<file path="src/tl_macros.svh">
`ifndef TL_MACROS_SVH
`define TL_MACROS_SVH

// Data widths of the host port and of the memory device port, in bits.
`define TL_HOST_DW 64
`define TL_DEV_DW 32

// Byte address width and source identifier width.
`define TL_AW 12
`define TL_SW 4

// Log2 of the largest transfer in bytes, and the depth of the memory in words.
`define TL_MAX_SIZE 6
`define TL_MEM_WORDS 1024

// A channel opcodes.
`define TL_OP_PUT_FULL 0
`define TL_OP_GET 4

// D channel opcodes.
`define TL_OP_ACK 0
`define TL_OP_ACK_DATA 1

`endif

</file>
<file path="src/tl_pkg.sv">
`default_nettype none

`include "tl_macros.svh"

package tl_pkg;

  // Byte offset bits inside one device beat.
  localparam int unsigned TL_DEV_OFF = $clog2(`TL_DEV_DW / 8);

  // Host side A channel, one 64-bit beat.
  typedef struct packed {
    logic [2:0]                 opcode;
    logic [2:0]                 size;
    logic [`TL_SW-1:0]          source;
    logic [`TL_AW-1:0]          address;
    logic [`TL_HOST_DW/8-1:0]   mask;
    logic [`TL_HOST_DW-1:0]     data;
  } tl_h2d_host_a_t;

  // Device side A channel, same fields at the narrow width.
  typedef struct packed {
    logic [2:0]                 opcode;
    logic [2:0]                 size;
    logic [`TL_SW-1:0]          source;
    logic [`TL_AW-1:0]          address;
    logic [`TL_DEV_DW/8-1:0]    mask;
    logic [`TL_DEV_DW-1:0]      data;
  } tl_h2d_dev_a_t;

  // Host side D channel.
  typedef struct packed {
    logic [2:0]                 opcode;
    logic [2:0]                 size;
    logic [`TL_SW-1:0]          source;
    logic [`TL_HOST_DW-1:0]     data;
  } tl_d2h_host_d_t;

  // Device side D channel.
  typedef struct packed {
    logic [2:0]                 opcode;
    logic [2:0]                 size;
    logic [`TL_SW-1:0]          source;
    logic [`TL_DEV_DW-1:0]      data;
  } tl_d2h_dev_d_t;

  // Device beat count of a burst, enough for 16 beats of 4 bytes.
  typedef logic [3:0] tl_burst_len_t;

  // Number of device beats minus one that carry a payload of 2^size bytes.
  // Anything at or below the device width fits in a single beat.
  function automatic tl_burst_len_t tl_dev_len_m1(logic [2:0] size);
    tl_burst_len_t len;
    len = '0;
    if (size > TL_DEV_OFF) begin
      len = tl_burst_len_t'((1 << (size - TL_DEV_OFF)) - 1);
    end
    return len;
  endfunction

endpackage

`default_nettype wire

</file>
<file path="src/tl_regslice.sv">
`timescale 1ns/1ps
`default_nettype none

// Two-entry register slice. Both the output side and the input ready come
// straight from flops, so no combinational path crosses the slice.
module tl_regslice #(
  parameter type payload_t = logic [7:0]
) (
  input  logic     clk_i,
  input  logic     rst_ni,
  input  logic     in_valid_i,
  output logic     in_ready_o,
  input  payload_t in_data_i,
  output logic     out_valid_o,
  input  logic     out_ready_i,
  output payload_t out_data_o
);

  logic     out_valid_q, out_valid_d;
  logic     skid_valid_q, skid_valid_d;
  logic     ready_q;
  payload_t out_data_q, out_data_d;
  payload_t skid_data_q, skid_data_d;
  logic     in_fire;

  // Ready tracks an empty skid entry, so an accepted item always has a home.
  assign in_fire = in_valid_i && ready_q;

  always_comb begin
    out_valid_d  = out_valid_q;
    out_data_d   = out_data_q;
    skid_valid_d = skid_valid_q;
    skid_data_d  = skid_data_q;
    if (!out_valid_q || out_ready_i) begin
      // The output entry is free this cycle. The older skid item goes first.
      if (skid_valid_q) begin
        out_valid_d  = 1'b1;
        out_data_d   = skid_data_q;
        skid_valid_d = 1'b0;
      end else begin
        out_valid_d = in_fire;
        if (in_fire) begin
          out_data_d = in_data_i;
        end
      end
    end else if (in_fire) begin
      // Output is stalled, so park the new item in the skid entry.
      skid_valid_d = 1'b1;
      skid_data_d  = in_data_i;
    end
  end

  always_ff @(posedge clk_i or negedge rst_ni) begin
    if (!rst_ni) begin
      out_valid_q  <= 1'b0;
      skid_valid_q <= 1'b0;
      ready_q      <= 1'b0;
    end else begin
      out_valid_q  <= out_valid_d;
      skid_valid_q <= skid_valid_d;
      ready_q      <= !skid_valid_d;
    end
  end

  always_ff @(posedge clk_i) begin
    out_data_q  <= out_data_d;
    skid_data_q <= skid_data_d;
  end

  assign in_ready_o  = ready_q;
  assign out_valid_o = out_valid_q;
  assign out_data_o  = out_data_q;

endmodule

`default_nettype wire

</file>
<file path="src/tl_burst_tracker.sv">
`timescale 1ns/1ps
`default_nettype none

`include "tl_macros.svh"

// Passive monitor of the device side A and D channels. It counts beats
// within each burst and reports where the current beat sits.
module tl_burst_tracker (
  input  logic                  clk_i,
  input  logic                  rst_ni,
  input  logic                  a_valid_i,
  input  logic                  a_ready_i,
  input  tl_pkg::tl_h2d_dev_a_t a_i,
  input  logic                  d_valid_i,
  input  logic                  d_ready_i,
  input  tl_pkg::tl_d2h_dev_d_t d_i,
  output tl_pkg::tl_burst_len_t a_idx_o,
  output tl_pkg::tl_burst_len_t a_left_o,
  output tl_pkg::tl_burst_len_t d_len_o,
  output tl_pkg::tl_burst_len_t d_idx_o,
  output tl_pkg::tl_burst_len_t d_left_o
);

  import tl_pkg::*;

  tl_burst_len_t a_len;
  tl_burst_len_t d_len;
  tl_burst_len_t a_cnt_q;
  tl_burst_len_t d_cnt_q;
  logic          a_fire;
  logic          d_fire;

  assign a_fire = a_valid_i && a_ready_i;
  assign d_fire = d_valid_i && d_ready_i;

  // A Get request carries no data and is always one beat, whatever its size.
  assign a_len = (a_i.opcode == 3'(`TL_OP_GET)) ? '0 : tl_dev_len_m1(a_i.size);

  // Likewise a plain AccessAck is a single beat.
  assign d_len = (d_i.opcode == 3'(`TL_OP_ACK)) ? '0 : tl_dev_len_m1(d_i.size);

  // The payload is stable during a burst, so the length read from the current
  // beat is the length of the whole burst.
  always_ff @(posedge clk_i or negedge rst_ni) begin
    if (!rst_ni) begin
      a_cnt_q <= '0;
      d_cnt_q <= '0;
    end else begin
      if (a_fire) begin
        a_cnt_q <= (a_cnt_q == a_len) ? '0 : a_cnt_q + 1'b1;
      end
      if (d_fire) begin
        d_cnt_q <= (d_cnt_q == d_len) ? '0 : d_cnt_q + 1'b1;
      end
    end
  end

  assign a_idx_o  = a_cnt_q;
  assign a_left_o = a_len - a_cnt_q;
  assign d_len_o  = d_len;
  assign d_idx_o  = d_cnt_q;
  assign d_left_o = d_len - d_cnt_q;

endmodule

`default_nettype wire

</file>
<file path="src/tl_data_downsizer.sv">
`timescale 1ns/1ps
`default_nettype none

`include "tl_macros.svh"

// Width adapter from the 64-bit host port down to the 32-bit device port.
module tl_data_downsizer (
  input  logic                   clk_i,
  input  logic                   rst_ni,
  input  logic                   host_a_valid_i,
  output logic                   host_a_ready_o,
  input  tl_pkg::tl_h2d_host_a_t host_a_i,
  output logic                   host_d_valid_o,
  input  logic                   host_d_ready_i,
  output tl_pkg::tl_d2h_host_d_t host_d_o,
  output logic                   dev_a_valid_o,
  input  logic                   dev_a_ready_i,
  output tl_pkg::tl_h2d_dev_a_t  dev_a_o,
  input  logic                   dev_d_valid_i,
  output logic                   dev_d_ready_o,
  input  tl_pkg::tl_d2h_dev_d_t  dev_d_i
);

  import tl_pkg::*;

  // Device sub-beats per host beat and the bits to index them.
  localparam int unsigned SUB_N = `TL_HOST_DW / `TL_DEV_DW;
  localparam int unsigned SUB_W = $clog2(SUB_N);

  logic           ha_valid, ha_ready;
  tl_h2d_host_a_t ha;
  logic           hd_valid, hd_ready;
  tl_d2h_host_d_t hd;

  tl_burst_len_t a_idx, a_left;
  tl_burst_len_t d_len, d_idx, d_left;

  // The A path reads the host beat before consuming it, which needs a stable payload.
  tl_regslice #(
    .payload_t (tl_h2d_host_a_t)
  ) a_slice (
    .clk_i       (clk_i),
    .rst_ni      (rst_ni),
    .in_valid_i  (host_a_valid_i),
    .in_ready_o  (host_a_ready_o),
    .in_data_i   (host_a_i),
    .out_valid_o (ha_valid),
    .out_ready_i (ha_ready),
    .out_data_o  (ha)
  );

  tl_burst_tracker dev_tracker (
    .clk_i     (clk_i),
    .rst_ni    (rst_ni),
    .a_valid_i (dev_a_valid_o),
    .a_ready_i (dev_a_ready_i),
    .a_i       (dev_a_o),
    .d_valid_i (dev_d_valid_i),
    .d_ready_i (dev_d_ready_o),
    .d_i       (dev_d_i),
    .a_idx_o   (a_idx),
    .a_left_o  (a_left),
    .d_len_o   (d_len),
    .d_idx_o   (d_idx),
    .d_left_o  (d_left)
  );

  ////////////////////////////////////////////////////////////////////////////
  // A channel split
  ////////////////////////////////////////////////////////////////////////////

  logic [SUB_N-1:0][`TL_DEV_DW-1:0]   a_data_split;
  logic [SUB_N-1:0][`TL_DEV_DW/8-1:0] a_mask_split;
  logic [SUB_W-1:0]                   a_lane;

  assign a_data_split = ha.data;
  assign a_mask_split = ha.mask;

  // Addresses are naturally aligned, so the start lane and the sub-beat index
  // never overlap and an OR does the job of an add.
  assign a_lane = ha.address[TL_DEV_OFF +: SUB_W] | a_idx[SUB_W-1:0];

  // The host beat is only consumed together with its last sub-beat.
  assign ha_ready = dev_a_ready_i && ha_valid && (a_left[SUB_W-1:0] == '0);

  assign dev_a_valid_o   = ha_valid;
  assign dev_a_o.opcode  = ha.opcode;
  assign dev_a_o.size    = ha.size;
  assign dev_a_o.source  = ha.source;
  assign dev_a_o.address = ha.address;
  assign dev_a_o.mask    = a_mask_split[a_lane];
  assign dev_a_o.data    = a_data_split[a_lane];

  ////////////////////////////////////////////////////////////////////////////
  // D channel gather
  ////////////////////////////////////////////////////////////////////////////

  // The top lane always arrives last, so only the lower lanes are stored.
  logic [SUB_N-2:0][`TL_DEV_DW-1:0] d_data_q, d_data_d;
  logic                             d_last;
  logic                             dev_d_fire;

  assign d_last     = (d_left[SUB_W-1:0] == '0);
  assign dev_d_fire = dev_d_valid_i && dev_d_ready_o;

  always_comb begin
    d_data_d = d_data_q;
    // Masking the lane with the burst length repeats a short response across
    // every lane. For a full burst the mask is all ones and each lane is unique.
    for (int i = 0; i < SUB_N - 1; i++) begin
      if ((SUB_W'(i) & d_len[SUB_W-1:0]) == d_idx[SUB_W-1:0]) begin
        d_data_d[i] = dev_d_i.data;
      end
    end
  end

  always_ff @(posedge clk_i) begin
    if (dev_d_fire) begin
      d_data_q <= d_last ? '0 : d_data_d;
    end
  end

  // Earlier sub-beats are soaked up, the last one waits for the host side.
  assign dev_d_ready_o = (dev_d_valid_i && d_last) ? hd_ready : 1'b1;
  assign hd_valid      = dev_d_valid_i && d_last;
  assign hd.opcode     = dev_d_i.opcode;
  assign hd.size       = dev_d_i.size;
  assign hd.source     = dev_d_i.source;
  assign hd.data       = {dev_d_i.data, d_data_d};

  tl_regslice #(
    .payload_t (tl_d2h_host_d_t)
  ) d_slice (
    .clk_i       (clk_i),
    .rst_ni      (rst_ni),
    .in_valid_i  (hd_valid),
    .in_ready_o  (hd_ready),
    .in_data_i   (hd),
    .out_valid_o (host_d_valid_o),
    .out_ready_i (host_d_ready_i),
    .out_data_o  (host_d_o)
  );

endmodule

`default_nettype wire

</file>
<file path="config.mk">
export PLATFORM = sky130hd
export DESIGN_NAME = tl_data_downsizer
export DESIGN_NICKNAME = d
export VERILOG_FILES = /design/src/tl_pkg.sv /design/src/tl_regslice.sv /design/src/tl_burst_tracker.sv /design/src/tl_data_downsizer.sv
export VERILOG_INCLUDE_DIRS = /design/src
export SDC_FILE = /design/constraint.sdc
export NUM_CORES = 1
export LEC_CHECK = 0
export ABC_CLOCK_PERIOD_IN_PS = 14920
export BUFFER_PORTS_ARGS = -buffer_cell sky130_fd_sc_hd__clkbuf_2
export CELL_PAD_IN_SITES_DETAIL_PLACEMENT = 1
export CELL_PAD_IN_SITES_GLOBAL_PLACEMENT = 2
export CORE_ASPECT_RATIO = 0.7
export CORE_MARGIN = 10
export CORE_UTILIZATION = 45
export CTS_CLUSTER_SIZE = 10
export DETAILED_ROUTE_END_ITERATION = 6
export PLACE_DENSITY = 0.95
export SLEW_MARGIN = 20
export SYNTH_ARGS = -nofsm -noshare
export SYNTH_HDL_FRONTEND = slang
export SYNTH_HIERARCHICAL = 1
export SYNTH_SLANG_ARGS = --single-unit
</file>
<file path="constraint.sdc">
create_clock -name clk_i -period 14.92 [get_ports clk_i]
set_input_delay 2.238 -clock clk_i [delete_from_list [all_inputs] [get_ports clk_i]]
set_output_delay 2.238 -clock clk_i [all_outputs]
set_load 0.01 [all_outputs]
</file>
==> key figures <==
Status
  – Status: finished, final reports clean

Setup path
  – Arrival time at the worst endpoint: ~4.5 ns
  – Nature of the critical path endpoint: output port
  – Required time of the worst setup path: about 13 ns
  – Slowest CP cell: ha_1
  – CP Launch Type: input port
  – Highest cell delay on the worst timing path: between 0.3 and 0.4 ns
  – Crit Path Category: input port to output port
  – Worst Reg2Reg Path Length in Cells: 10
  – Crit-path cells: clkbuf_2 -> inv_1 -> ha_1 -> nand2b_1 -> a21oi_1 -> or3_1 -> ha_1 -> inv_1 -> buf_4 -> nor2b_1 -> nand2b_1 -> clkbuf_2
  – Reg2Reg Setup Slack: approximately 11 ns
  – Maximum fanout along the worst path: 34

Layout
  – Register area: around 0.011 mm²
  – Share of layout cells above drive strength 1: 0.524
  – Final Util: 0.544
  – Synth-to-layout area growth: 19.2%
  – NumNets Final: roughly 1.3k
  – Fillers: between 3k and 4k
  – Area of the multi-input gates: 0.00409 mm²

Timing
  – Unrepaired setup endpoints after global routing: false
  – Max Freq: roughly 0.15 GHz
  – Final Max Slew Viols: 0
  – Worst Hold Slack: roughly 0.54 ns
  – Fin crit share: 0.448
  – Setup TNS: 0 ns
  – Final Hold Fails: 0
  – Relative slew slack: 0.287
  – Slew @ Worst Pin: approximately 1.1 ns
  – Endpoints failing setup: 0
  – Skew final: ~0.016 ns
  – Fin crit period: ~6.7 ns

Clock tree
  – Reg clk slew, reported paths: 0.06 ns
  – Cts repair resizes: 0
  – CTS root buffer: clkbuf_16
  – CTS Buf Count: between 40 and 50
  – Hold buffer count at CTS: 0
  – Clock sink count: roughly 380
  – Clock insertion delay at the later pin of the skew report: between 0.5 and 0.6 ns
  – Post-CTS Setup Bufs: 0
  – CTS tree: built
  – Clock Tree Buf Depth: 3
  – Htree depth: 2

Yosys
  – Syn avg cell area: ~20 µm²
  – Mapped Cells: around 790
  – Syn_nets: approximately 950
  – Post-Syn Area: approximately 0.016 mm²
  – Synth warnings: 6

Placement
  – GPL Wtd Cong: around 0.75
  – I/O Buffers: roughly 280
  – Post-DP HPWL: between 20000 and 30000 µm

Detailed routing
  – DRT Pass-1 Iters: 4
  – Residual DRC: 0
  – Detailed Route WL: around 37000 µm
  – Routed WL per cell: around 23 µm
  – Detailed-route vias per instance: around 5.0
  – Routed Antenna Nets: 0
  – Detailed Route Iter0 Violations: 520
  – DR vias: around 8k

Floorplanning
  – # rows: 57
  – Die area: roughly 0.043 mm²
  – Die width: approximately 240 µm
  – Ports: 278
  – Die Height: about 180 µm
  – Initial Util: 0.456
  – CORE AREA: ~0.035 mm²

GRT
  – First-pass GRT wire length: between 50000 and 60000 µm
  – Initial antenna violation count: 4
  – Vias in the first global route: approximately 9k
  – GRT Residual Overflow: 0
  – Tot GR Track Use: 0.166
  – Largest net degree at the start of global routing: a little under 80

Pwr
  – Peak supply drop: around 0.12 mV
  – Leak: between 7 and 8 nW
  – Flop pwr share: 0.457
  – Clock power frac: 0.251
  – Sw Ratio: 0.300
  – Int Pwr: 2.69 mW
  – NetSw: ~1.2 mW
  – Combinational power share: 0.292
  – PwrDens: 204 mW/mm²

Min path
  – Worst hold stages: 1
  – Worst hold path type: flip-flop to flip-flop

Flow run
  – Number of max-cap violations: 0
## layout by cell type, fill, tap and decap left out, types with 3 or more instances in the layout
cell type and count:
edfxtp_1 368, diode_2 3, o21ai_0 6, clkbuf_1 26
buf_4 8, nand3_1 3, a21oi_1 9, nor2b_1 4
nor2_4 3, clkbuf_2 277, dfrtp_1 11, mux2_4 130
and2_4 3, ha_1 16, clkbuf_16 45, nor2_1 14
nand2_1 6, inv_1 11, nand2b_1 9, and2_1 31
mux2_2 106, nor3_1 3
## worst paths after layout
path / startpoint / end
max reg2reg: a_slice/out_data_o[89] / a_slice/skid_data_q[54]
min: a_slice/skid_data_q[55] / a_slice/out_data_o[55]
max in group asynchronous: rst_ni / a_slice/skid_valid_q
min in group asynchronous: rst_ni / d_slice/skid_valid_q
min reg2reg: a_slice/skid_data_q[55] / a_slice/out_data_o[55]
max: dev_d_i[38] / dev_d_ready_o
## per-layer routing
metal  share of wire  track usage  up-vias
met4           0.038       0.0746        0
met1            0.40        0.198     4076
met5               0            0        -
li1                -            -     3664
met3           0.047       0.0383       70
met2            0.51        0.283      184
## registers in the layout, indices dropped and copies added, names as in the netlist
| name | flops |
|---|---|
| d_slice/skid_data_q | 74 |
| d_data_q | 32 |
| a_slice/out_data_o | 94 |
| d_slice/skid_valid_q | 1 |
| a_slice/skid_data_q | 94 |
| dev_tracker/d_idx_o | 4 |
| a_slice/out_valid_o | 1 |
| a_slice/in_ready_o | 1 |
| dev_tracker/a_idx_o | 4 |
| d_slice/out_data_o | 74 |
| a_slice/skid_valid_q | 1 |
| d_slice/out_valid_o | 1 |
| d_slice/in_ready_o | 1 |
## critical path, delay by kind of cell
family	cells	cell delay (ns)
AO/OA/AOI/OAI	1	0.08
adder cells (fa/ha/maj)	2	0.61
buffers and inverters	5	0.81
AND/OR/NAND/NOR	4	0.69
## stage by stage
stage / area (µm²) / std cells / power, mW / setup WS, ns
floorplan: 15800 / 789 / 2.58 / 7.63
global placement: 17600 / 1518 / 2.87 / 8.35
detailed placement: 17600 / 1519 / 2.93 / 8.23
CTS: 18900 / 1594 / 3.91 / 8.20
global route: 18900 / 1598 / 4.05 / 8.02
finish: 18900 / 1598 / 3.85 / 8.23
## cell type report
type | count | share of cell area
Clock buffer | 71 | 0.0648
Inverter | 11 | 0.00219
Tap cell | 472 | 0.0313
Antenna cell | 3 | 0.000397
Timing Repair Buffer | 288 | 0.0793
Sequential cell | 382 | 0.604
Multi-Input combinational cell | 367 | 0.217
Clock inverter | 4 | 0.00139
## power groups by stage
stage	logic [mW]	clock network (mW)	registers, mW
6_report	1.12	0.965	1.76
3_3_place_gp	1.11	0	1.76
3_5_place_dp	1.15	0	1.79
5_1_grt	1.23	1.04	1.79
2_1_floorplan	0.788	0	1.79
4_1_cts	1.15	0.993	1.77
Note: power is estimated with default switching activity, not from simulation.
